File: src/common/vis_pkg.sv
package vis_pkg;

   // ----------------------------
   // array sizes
   // ----------------------------
   localparam int NUM_ANT   = 4;             // antennas, one I and one Q bit each
   localparam int NUM_CORR  = 6;             // one correlator per antenna pair
   localparam int VIS_W     = 16;            // accumulator width, wraps mod 2^16
   localparam int NUM_WORDS = NUM_CORR * 2;  // real + imag per pair
   localparam int WADDR_W   = 4;             // visibility buffer address
   localparam int BLEN_W    = 16;            // block length register

   // bit positions inside one antenna sample
   localparam int BIT_I = 0;
   localparam int BIT_Q = 1;

   // pair table, order 01 02 03 12 13 23
   localparam int PAIR_A [NUM_CORR] = '{0, 0, 0, 1, 1, 2};
   localparam int PAIR_B [NUM_CORR] = '{1, 2, 3, 2, 3, 3};

   // block length limits, in samples
   localparam logic [BLEN_W-1:0] MIN_BLOCK = 16'd32;
   localparam logic [BLEN_W-1:0] DEF_BLOCK = 16'd64;

   // ----------------------------
   // host register map
   // ----------------------------
   localparam int AXI_AW = 8;   // byte address width at the host port
   localparam int AXI_DW = 32;

   localparam logic [AXI_AW-1:0] REG_CTRL     = 8'h00;  // bit0 = sampling enable
   localparam logic [AXI_AW-1:0] REG_BLEN     = 8'h04;  // block length
   localparam logic [AXI_AW-1:0] REG_STATUS   = 8'h08;  // bit0 ready, 15:8 frame count
   localparam logic [AXI_AW-1:0] REG_CHECK    = 8'h0C;  // checksum of last frame
   localparam logic [AXI_AW-1:0] REG_VIS_BASE = 8'h40;  // word k at base + 4k

   // read select into a correlator's frozen bank
   typedef enum logic {
      VIS_REAL = 1'b0,
      VIS_IMAG = 1'b1
   } vis_part_e;

   typedef enum logic [1:0] {
      PF_IDLE  = 2'd0,
      PF_FETCH = 2'd1,
      PF_DONE  = 2'd2
   } prefetch_state_e;

   typedef enum logic [1:0] {
      RESP_OKAY   = 2'b00,
      RESP_SLVERR = 2'b10
   } axil_resp_e;

endpackage
File: src/source/vis_top.sv
`timescale 1ns/10ps

module vis_top
   import vis_pkg::*;
(
   input  logic                    clk_i,
   input  logic                    reset_i,
   input  logic [NUM_ANT-1:0][1:0] ant_i,
   // AXI4-Lite host port
   input  logic [AXI_AW-1:0]       s_awaddr_i,
   input  logic                    s_awvalid_i,
   output logic                    s_awready_o,
   input  logic [AXI_DW-1:0]       s_wdata_i,
   input  logic [3:0]              s_wstrb_i,
   input  logic                    s_wvalid_i,
   output logic                    s_wready_o,
   output logic [1:0]              s_bresp_o,
   output logic                    s_bvalid_o,
   input  logic                    s_bready_i,
   input  logic [AXI_AW-1:0]       s_araddr_i,
   input  logic                    s_arvalid_i,
   output logic                    s_arready_o,
   output logic [AXI_DW-1:0]       s_rdata_o,
   output logic [1:0]              s_rresp_o,
   output logic                    s_rvalid_o,
   input  logic                    s_rready_i,
   output logic                    ready_o     // visibility frame available
);

   logic [NUM_ANT-1:0][1:0]        ant_q;
   logic                           valid, swap, enable;
   logic [BLEN_W-1:0]              block_len;
   vis_part_e                      rd_part;
   logic [NUM_CORR-1:0][VIS_W-1:0] rd_data;
   logic                           wr_en;
   logic [WADDR_W-1:0]             wr_addr, buf_addr;
   logic [VIS_W-1:0]               wr_data, buf_data;
   logic [7:0]                     frame;
   logic [31:0]                    checksum;

   antenna_sampler u_sampler (
      .clk_i, .reset_i, .ant_i,
      .enable_i(enable), .block_len_i(block_len),
      .ant_o(ant_q), .valid_o(valid), .swap_o(swap)
   );

   // ----------------------------
   // one correlator per pair
   // ----------------------------
   for (genvar k = 0; k < NUM_CORR; k++) begin : g_corr
      correlator_unit u_corr (
         .clk_i, .reset_i,
         .ant_a_i(ant_q[PAIR_A[k]]), .ant_b_i(ant_q[PAIR_B[k]]),
         .valid_i(valid), .swap_i(swap),
         .rd_part_i(rd_part), .rd_data_o(rd_data[k])
      );
   end

   vis_prefetch u_prefetch (
      .clk_i, .reset_i, .swap_i(swap),
      .rd_part_o(rd_part), .rd_data_i(rd_data),
      .wr_en_o(wr_en), .wr_addr_o(wr_addr), .wr_data_o(wr_data),
      .ready_o, .frame_o(frame), .checksum_o(checksum)
   );

   vis_buffer u_buffer (
      .clk_i, .wr_en_i(wr_en), .wr_addr_i(wr_addr), .wr_data_i(wr_data),
      .rd_addr_i(buf_addr), .rd_data_o(buf_data)
   );

   axil_vis_port u_port (
      .clk_i, .reset_i,
      .s_awaddr_i, .s_awvalid_i, .s_awready_o, .s_wdata_i, .s_wstrb_i,
      .s_wvalid_i, .s_wready_o, .s_bresp_o, .s_bvalid_o, .s_bready_i,
      .s_araddr_i, .s_arvalid_i, .s_arready_o, .s_rdata_o, .s_rresp_o,
      .s_rvalid_o, .s_rready_i,
      .enable_o(enable), .block_len_o(block_len),
      .buf_addr_o(buf_addr), .buf_data_i(buf_data),
      .ready_i(ready_o), .frame_i(frame), .checksum_i(checksum)
   );

endmodule

File: src/source/axil_vis_port.sv
`timescale 1ns/10ps

module axil_vis_port
   import vis_pkg::*;
(
   input  logic               clk_i,
   input  logic               reset_i,
   // AXI4-Lite slave
   input  logic [AXI_AW-1:0]  s_awaddr_i,
   input  logic               s_awvalid_i,
   output logic               s_awready_o,
   input  logic [AXI_DW-1:0]  s_wdata_i,
   input  logic [3:0]         s_wstrb_i,
   input  logic               s_wvalid_i,
   output logic               s_wready_o,
   output logic [1:0]         s_bresp_o,
   output logic               s_bvalid_o,
   input  logic               s_bready_i,
   input  logic [AXI_AW-1:0]  s_araddr_i,
   input  logic               s_arvalid_i,
   output logic               s_arready_o,
   output logic [AXI_DW-1:0]  s_rdata_o,
   output logic [1:0]         s_rresp_o,
   output logic               s_rvalid_o,
   input  logic               s_rready_i,
   // subsystem side
   output logic               enable_o,
   output logic [BLEN_W-1:0]  block_len_o,
   output logic [WADDR_W-1:0] buf_addr_o,
   input  logic [VIS_W-1:0]   buf_data_i,
   input  logic               ready_i,
   input  logic [7:0]         frame_i,
   input  logic [31:0]        checksum_i
);

   // ----------------------------
   // write channel
   // ----------------------------
   logic              wr_go;     // AW and W taken together
   logic [AXI_DW-1:0] cur_val;   // register value before the write
   logic [AXI_DW-1:0] wr_val;    // after byte strobes

   assign wr_go       = s_awvalid_i && s_wvalid_i && !s_bvalid_o;
   assign s_awready_o = wr_go;   // low while B waits
   assign s_wready_o  = wr_go;

   always_comb begin
      cur_val = (s_awaddr_i == REG_BLEN) ? AXI_DW'(block_len_o) : AXI_DW'(enable_o);
      for (int b = 0; b < 4; b++) begin
         wr_val[8*b +: 8] = s_wstrb_i[b] ? s_wdata_i[8*b +: 8] : cur_val[8*b +: 8];
      end
   end

   always_ff @(posedge clk_i) begin
      if (reset_i) begin
         enable_o    <= 1'b0;
         block_len_o <= DEF_BLOCK;
         s_bvalid_o  <= 1'b0;
         s_bresp_o   <= RESP_OKAY;
      end else if (wr_go) begin
         s_bvalid_o <= 1'b1;
         s_bresp_o  <= RESP_OKAY;
         case (s_awaddr_i)
            REG_CTRL: enable_o <= wr_val[0];
            REG_BLEN: begin
               // clamp short blocks
               if (wr_val[BLEN_W-1:0] < MIN_BLOCK) begin
                  block_len_o <= MIN_BLOCK;
               end else begin
                  block_len_o <= wr_val[BLEN_W-1:0];
               end
            end
            default:  s_bresp_o <= RESP_SLVERR;  // read-only or unmapped
         endcase
      end else if (s_bready_i) begin
         s_bvalid_o <= 1'b0;
      end
   end

   // ----------------------------
   // read channel
   // ----------------------------
   logic [AXI_AW-1:0] ar_addr_q;
   logic              ar_v_q;     // address registered, buffer being read
   logic              buf_v_q;    // buffer data now valid
   logic [AXI_AW-1:0] vis_off;
   logic              vis_hit;
   logic [AXI_DW-1:0] rd_val;
   axil_resp_e        rd_resp;

   assign s_arready_o = !(ar_v_q || buf_v_q || s_rvalid_o);  // one read at a time
   assign vis_off     = ar_addr_q - REG_VIS_BASE;
   assign vis_hit     = (ar_addr_q >= REG_VIS_BASE) && (vis_off[1:0] == 2'b00)
                        && (vis_off < AXI_AW'(4 * NUM_WORDS));
   assign buf_addr_o  = vis_off[WADDR_W+1:2];

   // register / buffer decode
   always_comb begin
      rd_val  = '0;
      rd_resp = RESP_OKAY;
      if (vis_hit) begin
         rd_val = AXI_DW'(buf_data_i);  // zero-extended
      end else begin
         case (ar_addr_q)
            REG_CTRL:   rd_val = AXI_DW'(enable_o);
            REG_BLEN:   rd_val = AXI_DW'(block_len_o);
            REG_STATUS: rd_val = {16'h0000, frame_i, 7'b0000000, ready_i};
            REG_CHECK:  rd_val = checksum_i;
            default:    rd_resp = RESP_SLVERR;  // data stays zero
         endcase
      end
   end

   always_ff @(posedge clk_i) begin
      if (s_arvalid_i && s_arready_o) begin
         ar_addr_q <= s_araddr_i;
      end
      if (buf_v_q) begin
         s_rdata_o <= rd_val;  // held until rready
         s_rresp_o <= rd_resp;
      end
   end

   always_ff @(posedge clk_i) begin
      if (reset_i) begin
         ar_v_q     <= 1'b0;
         buf_v_q    <= 1'b0;
         s_rvalid_o <= 1'b0;
      end else begin
         ar_v_q  <= s_arvalid_i && s_arready_o;
         buf_v_q <= ar_v_q;
         if (buf_v_q) begin
            s_rvalid_o <= 1'b1;  // two cycles after AR
         end else if (s_rready_i) begin
            s_rvalid_o <= 1'b0;
         end
      end
   end

endmodule

File: src/source/vis_buffer.sv
`timescale 1ns/10ps

module vis_buffer
   import vis_pkg::*;
(
   input  logic               clk_i,
   // prefetcher side
   input  logic               wr_en_i,
   input  logic [WADDR_W-1:0] wr_addr_i,
   input  logic [VIS_W-1:0]   wr_data_i,
   // host side
   input  logic [WADDR_W-1:0] rd_addr_i,
   output logic [VIS_W-1:0]   rd_data_o
);

   // ----------------------------
   // storage
   // ----------------------------
   logic [VIS_W-1:0] mem [NUM_WORDS];  // one frame of visibilities

   // write port, filled after every swap
   always_ff @(posedge clk_i) begin
      if (wr_en_i) begin
         mem[wr_addr_i] <= wr_data_i;
      end
   end

   // registered read, one cycle latency
   // host decode keeps the address inside the frame
   always_ff @(posedge clk_i) begin
      rd_data_o <= mem[rd_addr_i];
   end

endmodule

File: src/source/vis_prefetch.sv
`timescale 1ns/10ps

module vis_prefetch
   import vis_pkg::*;
(
   input  logic                           clk_i,
   input  logic                           reset_i,
   input  logic                           swap_i,
   output vis_part_e                      rd_part_o,   // broadcast to all correlators
   input  logic [NUM_CORR-1:0][VIS_W-1:0] rd_data_i,
   output logic                           wr_en_o,     // buffer write port
   output logic [WADDR_W-1:0]             wr_addr_o,
   output logic [VIS_W-1:0]               wr_data_o,
   output logic                           ready_o,     // frame complete in buffer
   output logic [7:0]                     frame_o,
   output logic [31:0]                    checksum_o
);

   prefetch_state_e      state_q;
   logic [WADDR_W-1:0]   idx_q;      // word being copied
   logic [WADDR_W-2:0]   corr_sel;   // correlator of that word
   logic                 last_word;

   // ----------------------------
   // word index decode
   // ----------------------------
   // word 2k real, 2k+1 imag of correlator k
   assign corr_sel  = idx_q[WADDR_W-1:1];
   assign rd_part_o = idx_q[0] ? VIS_IMAG : VIS_REAL;
   assign last_word = (idx_q == WADDR_W'(NUM_WORDS - 1));

   assign wr_en_o   = (state_q == PF_FETCH);  // one word per fetch cycle
   assign wr_addr_o = idx_q;
   assign wr_data_o = rd_data_i[corr_sel];

   // ----------------------------
   // copy sequencer
   // ----------------------------
   always_ff @(posedge clk_i) begin
      if (reset_i) begin
         state_q    <= PF_IDLE;
         idx_q      <= '0;
         ready_o    <= 1'b0;
         frame_o    <= '0;
         checksum_o <= '0;
      end else if (swap_i) begin
         // new frame, also restarts a fetch in progress
         state_q    <= PF_FETCH;
         idx_q      <= '0;
         ready_o    <= 1'b0;
         frame_o    <= frame_o + 1'b1;
         checksum_o <= '0;
      end else begin
         case (state_q)
            PF_FETCH: begin
               checksum_o <= checksum_o + 32'(wr_data_o);  // sum of copied words
               if (last_word) begin
                  state_q <= PF_DONE;
                  idx_q   <= '0;
               end else begin
                  idx_q <= idx_q + 1'b1;
               end
            end
            PF_DONE: begin
               ready_o <= 1'b1;      // buffer and checksum now complete
               state_q <= PF_IDLE;
            end
            default: begin
               state_q <= PF_IDLE;   // wait for the next swap
            end
         endcase
      end
   end

endmodule

File: src/correlator/correlator_unit.sv
`timescale 1ns/10ps

module correlator_unit
   import vis_pkg::*;
(
   input  logic             clk_i,
   input  logic             reset_i,
   input  logic [1:0]       ant_a_i,     // first antenna of the pair
   input  logic [1:0]       ant_b_i,     // second antenna of the pair
   input  logic             valid_i,
   input  logic             swap_i,
   input  vis_part_e        rd_part_i,   // real or imag from frozen bank
   output logic [VIS_W-1:0] rd_data_o
);

   // ----------------------------
   // double-buffered counters
   // ----------------------------
   logic [VIS_W-1:0] re_q [2];
   logic [VIS_W-1:0] im_q [2];
   logic             bank_q;     // index of the active bank
   logic             frz;        // index of the frozen bank
   logic             hit_re;
   logic             hit_im;

   assign frz = ~bank_q;

   // 1-bit correlation by equality of signs
   assign hit_re = valid_i && (ant_a_i[BIT_I] == ant_b_i[BIT_I]);  // I.I
   assign hit_im = valid_i && (ant_a_i[BIT_Q] == ant_b_i[BIT_I]);  // Q.I

   always_ff @(posedge clk_i) begin
      if (reset_i) begin
         bank_q <= 1'b0;
         re_q[0] <= '0;
         re_q[1] <= '0;
         im_q[0] <= '0;
         im_q[1] <= '0;
      end else begin
         // active bank takes the sample, also on the swap cycle
         if (hit_re) begin
            re_q[bank_q] <= re_q[bank_q] + 1'b1;
         end
         if (hit_im) begin
            im_q[bank_q] <= im_q[bank_q] + 1'b1;
         end

         // exchange banks, the one becoming active restarts from zero
         if (swap_i) begin
            bank_q    <= frz;
            re_q[frz] <= '0;
            im_q[frz] <= '0;
         end
      end
   end

   // ----------------------------
   // read port
   // ----------------------------
   // combinational, frozen bank is stable for a whole block
   always_comb begin
      if (rd_part_i == VIS_IMAG) begin
         rd_data_o = im_q[frz];
      end else begin
         rd_data_o = re_q[frz];
      end
   end

endmodule

File: src/correlator/antenna_sampler.sv
`timescale 1ns/10ps

module antenna_sampler
   import vis_pkg::*;
(
   input  logic                          clk_i,
   input  logic                          reset_i,
   input  logic [NUM_ANT-1:0][1:0]       ant_i,        // raw I/Q pins
   input  logic                          enable_i,
   input  logic [BLEN_W-1:0]             block_len_i,
   output logic [NUM_ANT-1:0][1:0]       ant_o,        // registered antenna bus
   output logic                          valid_o,
   output logic                          swap_o        // last sample of a block
);

   // ----------------------------
   // block counter
   // ----------------------------
   logic [BLEN_W-1:0] cnt_q;       // samples taken in this block
   logic [BLEN_W-1:0] blen_q;      // length latched at block start
   logic [BLEN_W-1:0] blen_eff;    // length that applies to this sample
   logic              last;

   // a new length is picked up only on the first sample of a block
   assign blen_eff = (cnt_q == '0) ? block_len_i : blen_q;
   assign last     = (cnt_q == blen_eff - 1'b1);

   // antenna bits, payload only
   always_ff @(posedge clk_i) begin
      if (enable_i) begin
         ant_o <= ant_i;
      end
   end

   always_ff @(posedge clk_i) begin
      if (reset_i) begin
         cnt_q   <= '0;
         blen_q  <= DEF_BLOCK;
         valid_o <= 1'b0;
         swap_o  <= 1'b0;
      end else if (enable_i) begin
         valid_o <= 1'b1;
         if (cnt_q == '0) begin
            blen_q <= block_len_i;  // latch for the rest of the block
         end
         if (last) begin
            cnt_q  <= '0;           // next sample opens a new block
            swap_o <= 1'b1;         // rides with the last valid sample
         end else begin
            cnt_q  <= cnt_q + 1'b1;
            swap_o <= 1'b0;
         end
      end else begin
         // paused: count held, no swap, no clear
         valid_o <= 1'b0;
         swap_o  <= 1'b0;
      end
   end

endmodule

File: config.mk
export PLATFORM = sky130hd
export DESIGN_NAME = vis_top
export DESIGN_NICKNAME = d
export VERILOG_FILES = /design/src/common/vis_pkg.sv /design/src/source/vis_top.sv /design/src/source/axil_vis_port.sv /design/src/source/vis_buffer.sv /design/src/source/vis_prefetch.sv /design/src/correlator/correlator_unit.sv /design/src/correlator/antenna_sampler.sv
export SDC_FILE = /design/constraint.sdc
export NUM_CORES = 2
export LEC_CHECK = 0
export ABC_AREA = 1
export BUFFER_PORTS_ARGS = -buffer_cell sky130_fd_sc_hd__buf_2
export CORE_ASPECT_RATIO = 0.9
export CORE_MARGIN = 4
export CORE_UTILIZATION = 33
export CTS_BUF_LIST = sky130_fd_sc_hd__clkbuf_8
export CTS_CLUSTER_DIAMETER = 30
export DETAILED_ROUTE_END_ITERATION = 7
export PLACE_DENSITY = 0.54
export SLEW_MARGIN = 0
export SYNTH_ARGS = -nofsm -noshare
export SYNTH_HDL_FRONTEND = slang
export SYNTH_SLANG_ARGS = --single-unit
File: constraint.sdc
create_clock -name clk_i -period 12.75 [get_ports clk_i]
set_clock_uncertainty 0.1 [all_clocks]
set_input_delay 0.6375 -clock clk_i [delete_from_list [all_inputs] [get_ports clk_i]]
set_output_delay 0.6375 -clock clk_i [all_outputs]
set_load 0.02 [all_outputs]
# Yosys cells after proc, flatten, opt, wreduce, memory -nomap -nowiden

Memory sizes are Yosys's and may differ from the RTL's. A register that Yosys moved wholly into a read port is not among the register bits.
Index checks and enable logic that the tools add are counted.

Output and inout bits: 42
Memories: 13
Bits in registers: 159
RAM bits: 576
Input bits: 67
Word-level logic and storage cells: 321

Memory list:

| memory                | depth | bits a word | rd ports | clocked after memory_dff | wr ports | RTL line              | source |
|---|---|---|---|---|---|---|---|
| u_buffer.mem          | 12    | 16          | 1        | 1                        | 1        | vis_buffer.sv:19      | `logic [VIS_W-1:0] mem [NUM_WORDS];` |
| g_corr[0].u_corr.im_q | 2     | 16          | 2        | 1                        | 2        | correlator_unit.sv:20 | `logic [VIS_W-1:0] im_q [2];` |
| g_corr[0].u_corr.re_q | 2     | 16          | 2        | 1                        | 2        | correlator_unit.sv:19 | `logic [VIS_W-1:0] re_q [2];` |
| g_corr[1].u_corr.im_q | 2     | 16          | 2        | 1                        | 2        | correlator_unit.sv:20 |  |
| g_corr[1].u_corr.re_q | 2     | 16          | 2        | 1                        | 2        | correlator_unit.sv:19 |  |
| g_corr[2].u_corr.im_q | 2     | 16          | 2        | 1                        | 2        | correlator_unit.sv:20 |  |
| 7 more memories       | --    | --          | --       | --                       | --       | --                    |  |

Equality and inequality tests: 21
$add $sub $neg: 18
Order comparisons: 4
Multiplexer cells: 168
Reductions and logical operators: 58
Bitwise logic cells: 8

Operator list:

| operator                                                    | count |
|---|---|
| 2-to-1 mux 16 bit                                           | 36 |
| OR reduction 16 bit                                         | 24 |
| adder 16 x 1 -> 16 bit, second input constant               | 13 |
| one-hot mux 32 bit (4 select lines)                         | 1 |
| 2-to-1 mux 1 bit                                            | 125 |
| binary-select mux 16 bit (select 3 bit)                     | 1 |
| adder 32 x 16 -> 32 bit                                     | 1 |
| logical AND 1 bit                                           | 17 |
| == test 16 bit                                              | 1 |
| == test 8 x 3 -> 1 bit, second input constant               | 2 |
| == test 8 x 4 -> 1 bit, second input constant               | 2 |
| logical NOT 16 bit                                          | 1 |
| logical NOT 8 bit                                           | 2 |
| less-than comparator 16 x 6 -> 1 bit, second input constant | 1 |
| 2-to-1 mux 8 bit                                            | 2 |
| subtractor 16 x 1 -> 16 bit, second input constant          | 1 |
| == test 1 bit                                               | 12 |
| adder 8 x 1 -> 8 bit, second input constant                 | 1 |
| >= comparator 8 x 7 -> 1 bit, second input constant         | 1 |
| less-than comparator 8 x 6 -> 1 bit, second input constant  | 1 |
| inverter 1 bit                                              | 8 |
| subtractor 8 x 7 -> 8 bit, second input constant            | 1 |
| OR reduction 2 bit                                          | 3 |
| adder 4 x 1 -> 4 bit, second input constant                 | 1 |
| 14 further kinds                                            | 19 |

# Longest topological paths before layout

Word-level depth: 7
Gate-level depth with buffers: 25
Gate-level depth less buffers: 22

# Cells and area by module

A second synthesis with hierarchy kept.

Cells, all modules: 6621
Area total of the unflattened synthesis: 45075.7 um2

By module, submodules not included:

| module                                 | cells an instance | seq. area each (um2) | area each (um2) | instances |
|---|---|---|---|---|
| correlator_unit (g_corr[0].u_corr ...) | 717               | 1321.3               | 4388.0          | 2 |
| vis_buffer                             | 752               | 6085.8               | 8371.8          | 1 |
| correlator_unit (g_corr[1].u_corr)     | 723               | 1321.3               | 4403.0          | 1 |
| correlator_unit (g_corr[2].u_corr)     | 717               | 1321.3               | 4403.0          | 1 |
| correlator_unit (g_corr[3].u_corr)     | 723               | 1321.3               | 4362.9          | 1 |
| correlator_unit (g_corr[4].u_corr)     | 724               | 1321.3               | 4340.4          | 1 |
| vis_prefetch                           | 716               | 940.9                | 4065.1          | 1 |
| antenna_sampler                        | 483               | 920.9                | 3300.7          | 1 |
| axil_vis_port                          | 349               | 1671.6               | 3052.9          | 1 |

# Worst setup path before layout

No wires, ideal clock.

Path kind: register to register
From: register u_prefetch.idx_q[0] (netlist: u_prefetch.wr_addr_o[0])
To: register u_prefetch.checksum_o[20]
Data arrival time: 4418 ps
Path slack: 8168 ps
Path buffers: 3
Cell stages (with the launch flop): 22
Data required time: 12586 ps
Setup time: 64 ps
Period minus slack after synthesis: 4582 ps
Cell sequence: dfxtp_1 > clkbuf_1 > clkinv_1 > clkbuf_1 > clkbuf_1 > a221oi_1 > o311ai_0 > fa_1 > nand3_1 > nand3_1 > a21oi_1 > o21ai_0 > inv_1 > nor2_1 > nor2_1 > o21ai_0 > nand2_1 > nand2_1 > nand2_1 > o21ai_0 > nand2_1 > nor2_1

Word-level cells in the longest chain between the ends: 5
Elaborated cells between the ends (all ways): 10
Those cells by class: add/sub (1); mux (9)

Ends and longest elaborated chain:

| element                                   | RTL line              | source |
|---|---|---|
| start, declared                           | vis_prefetch.sv:20    | `logic [WADDR_W-1:0] idx_q;` |
| start signal, assigned                    | vis_prefetch.sv:61    | `idx_q <= idx_q + 1'b1;` |
| 2-to-1 mux 1 bit *                        | vis_prefetch.sv:29    | `assign rd_part_o = idx_q[0] ? VIS_IMAG : VIS_REAL;` |
| 2-to-1 mux 16 bit                         | correlator_unit.sv:62 | `if (rd_part_i == VIS_IMAG) begin` |
| binary-select mux 16 bit (select 3 bit) * | vis_prefetch.sv:34    | `assign wr_data_o = rd_data_i[corr_sel];` |
| 2-to-1 mux 16 bit (not written as such) * | vis_prefetch.sv:34    |  |
| via u_buffer.wr_data_i[1]                 | vis_buffer.sv:10      | `input logic [VIS_W-1:0] wr_data_i,` |
| adder 32 x 16 -> 32 bit *                 | vis_prefetch.sv:56    | `checksum_o <= checksum_o + 32'(wr_data_o);` |
| end signal, assigned                      | vis_prefetch.sv:56    |  |
| end, declared                             | vis_prefetch.sv:16    | `output logic [31:0] checksum_o` |

Mark *: on every way through the listed nets, which the timed path passes. The rest lies on a longest branch. The select of a mux whose other input is x is not followed.
A chain may end at the register's enable or synchronous reset.

# Worst setup path in the final report

From: register u_prefetch.idx_q[0] (netlist: u_prefetch.wr_addr_o[0])
To: register u_prefetch.checksum_o[24]

Same word-level chain as after synthesis.

==> results.json <==
{
  "place_hpwl_um": 79280,
  "period_share_pct": 48.33,
  "maxClockFrequency_mhz": 162.3,
  "setup_tns_ns": 0,
  "grt_pass1_vias": 33460,
  "power_density_nw_per_um2": 126.4,
  "synthFlopType": "dfxtp_1",
  "timing.hold.ws_ns": 0.1032,
  "synthToLayoutAreaGrowth_pct": 17.28,
  "hold_class": "in -> reg",
  "slowest_stage": "o311ai_0",
  "worstReg2RegEnd": "u_prefetch.checksum_o[24]",
  "syn-cell-area_sq_um": 39610,
  "drtIter0Drc": 2598,
  "routabilityCongestion": 0.8735,
  "ant_nets": 0,
  "r2r_setup_slack_ns": 6.59,
  "busiest_layer": "met2",
  "slew_headroom_pct": 10.78,
  "rsz0062_at_grt": "no",
  "path_max_fanout": 51,
  "syn_inst": 5440,
  "cts_num_sinks": 755,
  "root_buffer": "clkbuf_8",
  "post_drt_wl_per_cell_um": 16.72,
  "antenna_found_initial": 4,
  "die_h_um": 336.7,
  "grt_overflow": 0,
  "crit_chain": "inv_2 > buf_4 > buf_4 > nor2_1 > o311ai_0 > o311ai_2 > ha_1 > fa_1 > nand3_1 > nand3_1 > a21oi_1 > o21ai_0 > inv_1 > nor2_1 > nor2_1 > o21ai_0 > nand2_1 > nand2_1 > nand2_1 > o21ai_0 > nand2_1 > nor2_1",
  "start_util_pct": 33.27,
  "grt_first_pass_wirelength_um": 190700,
  "min_period_ns": 6.162,
  "power_uw": 5872,
  "cp-end-kind": "register",
  "worstMarginPinSlew_ns": 1.322,
  "cp_num_buf_inv": 4,
  "max_cap_viol_count": 0,
  "use_met2_pct": 30.55,
  "port_buffers": 87,
  "cp.depth": 22,
  "critical_path_arrival_ns": 6.82,
  "drive_above_1_share_pct": 11.52,
  "viasPerCell": 4.901,
  "synth_edf_count": 240,
  "core_region_area_sq_um": 119100,
  "final_cell_mix": "nand2_1 (1,464), inv_1 (634), a21oi_1 (596)",
  "timing.rr.start": "u_prefetch.wr_addr_o[0]",
  "htree_levels": 4,
  "cts.path.max_buffers": 3,
  "cts_buffers": 179,
  "fp.dieW_um": 373.2,
  "outcome": "finished, final reports clean",
  "grt_max_degree": 65,
  "worstPathRequired_ns": 13.41,
  "ys_ff_latch": 755,
  "grt_use_total_pct": 18.97,
  "yosys_warnings": 0,
  "synth_area_leaders": "dfxtp_1 (26%), edfxtp_1 (18%), nand2_1 (14%)",
  "met1_usage_pct": 26.09,
  "clock_latency_ns": 0.87,
  "syn_area_per_cell_sq_um": 7.281,
  "cts_tree": "done",
  "final_common_cell": "nand2_1",
  "place_ws_ns": 6.649,
  "firstDrtPassIters": 6,
  "grt_use_met3_pct": 3.064,
  "cts.clk_slew.worst_paths_ns": 0.06,
  "critPathKind": "reg -> reg",
  "synth_async_sr_flop_share_pct": 0,
  "cpPeakStageDelay_ns": 0.83,
  "critPathCapture": "u_prefetch.checksum_o[24]",
  "startpoint_type": "register",
  "dieArea_sq_um": 125600,
  "slew_viol_final": 0,
  "synth.top_cell.area_share_pct": 26.03,
  "drcViolationCount": 0,
  "fill_cells": 12420,
  "postRouteWirelength_um": 122500,
  "p_leak_uw": 0.01843,
  "fin_area_sq_um": 46450,
  "layout.nets": 5689,
  "cts_resized": 0,
  "irDropWorstVdd_v": 0.00009569,
  "io_pins": 109,
  "cp_top_family": "compound AO/OA/AOI/OAI gates",
  "rows": 120,
  "reg2reg_depth": 22,
  "setup_viol": 0,
  "ys_types": 65,
  "cp-startpoint": "u_prefetch.wr_addr_o[0]",
  "vias": 35900,
  "seq_area_frac_synth_pct": 44.23,
  "finalHoldViolCount": 0,
  "synth.largest_area_cell": "dfxtp_1",
  "finalWorstSetupSlack_ns": 6.588,
  "postPlaceCellArea_sq_um": 41930
}
## worst reg2reg max path: stages, from the launching register on
cell and delay, ns:
dfxtp_4 0.49, inv_2 0.25, buf_4 0.39, buf_4 0.66, nor2_1 0.14, o311ai_0 0.83
o311ai_2 0.55, ha_1 0.40, fa_1 0.41, nand3_1 0.09, nand3_1 0.10, a21oi_1 0.24
o21ai_0 0.17, inv_1 0.09, nor2_1 0.04, nor2_1 0.26, o21ai_0 0.19, nand2_1 0.10
nand2_1 0.14, nand2_1 0.20, o21ai_0 0.10, nand2_1 0.07, nor2_1 0.04
## metal layers
metal,up-vias,part of all wire (%)
li1,18180,-
met1,16570,47
met2,970,45
met3,188,6.0
met4,0,2.2
met5,-,0
## synth_stat cells (12+ instances only)
cell type and number:
a21oi_1 596, xnor2_1 68, nor2_1 446, a22oi_1 61, o211ai_1 14, edfxtp_1 240, o21bai_1 13, o311ai_0 32
o21ai_1 21, inv_2 17, ha_1 36, o21ai_0 454, nor3_1 33, buf_2 24, o221ai_1 15, xor2_1 91
nand3_1 193, nand2_1 1464, nand4_1 34, a221oi_1 24, clkbuf_1 219, dfxtp_1 515, or2_2 13, inv_1 606
nand2_2 27, buf_4 12
## stage by stage
step | cells | utilization, %
global route | 7326 | 39.01
detailed placement | 6956 | 35.22
finish | 7326 | 39.01
floorplan | 5441 | -
global placement | 6956 | 35.22
CTS | 7324 | 39.01
## area by class of cell
type,instances,area (sq um),share of cell area [%]
timing repair buffer,240,1672,3.599
sequential,755,17530,37.74
multi-input combinational,3779,18720,40.30
inverter,630,2366,5.093
tap,1586,1984,4.272
clock inverter,121,1244,2.677
clock buffer,213,2932,6.311
antenna,2,5.005,0.01077
## registers in the layout (all words and copies together) (netlist names), 7 cells and up, named ones only
| name | count |
|---|---|
| g_corr.u_corr.im_q | 192 |
| u_port.s_rdata_o | 32 |
| u_sampler.blen_q | 16 |
| u_port.ar_addr_q | 8 |
| u_sampler.ant_o | 7 |
| g_corr.u_corr.re_q | 192 |
| u_buffer.mem | 192 |
| u_port.block_len_o | 16 |
| u_buffer.rd_data_o | 16 |
| u_prefetch.checksum_o | 32 |
| u_sampler.cnt_q | 16 |
| u_prefetch.frame_o | 8 |
## power breakdown
part / switching (uW) / internal, uW
registers: 7.13 / 2480
logic: 95.6 / 42.7
clock network: 1240 / 2000
total: 1350 / 4520
## how the worst min path moves through the flow
stage / cells after the start / startpoint / to
2_1_floorplan: 2 / u_port.ar_v_q / u_port.buf_v_q
3_3_place_gp: 2 / u_port.ar_v_q / u_port.buf_v_q
3_5_place_dp: 2 / u_port.ar_v_q / u_port.buf_v_q
4_1_cts: 5 / s_awaddr_i[2] / u_port.enable_o
5_1_grt: 5 / s_awaddr_i[2] / u_port.enable_o
6_report: 5 / s_wdata_i[5] / u_port.block_len_o[5]
## logic make-up (layout without fill, tap and decap cells)
| group | count (synthesis) | in the layout | share of synthesized area (%) |
|---|---|---|---|
| other | 1 | 4 | 0.009468 |
| muxes | 8 | 8 | 0.2085 |
| buffers and inverters | 907 | 1204 | 9.022 |
| and+or+nand+nor | 2300 | 2300 | 24.18 |
| AOI/OAI and AO/OA | 1272 | 1272 | 17.61 |
| adders and majority gates | 37 | 37 | 1.188 |
| DFF | 755 | 755 | 44.23 |
| xor gates and xnor gates | 160 | 160 | 3.557 |
## repair_timing
action,CTS,global route
buffers inserted,0,0
endpoints found under the setup margin,0,0
hold buffers,34,0
hold endpoints to repair,33,0
Power figures use the tool's default switching activity.
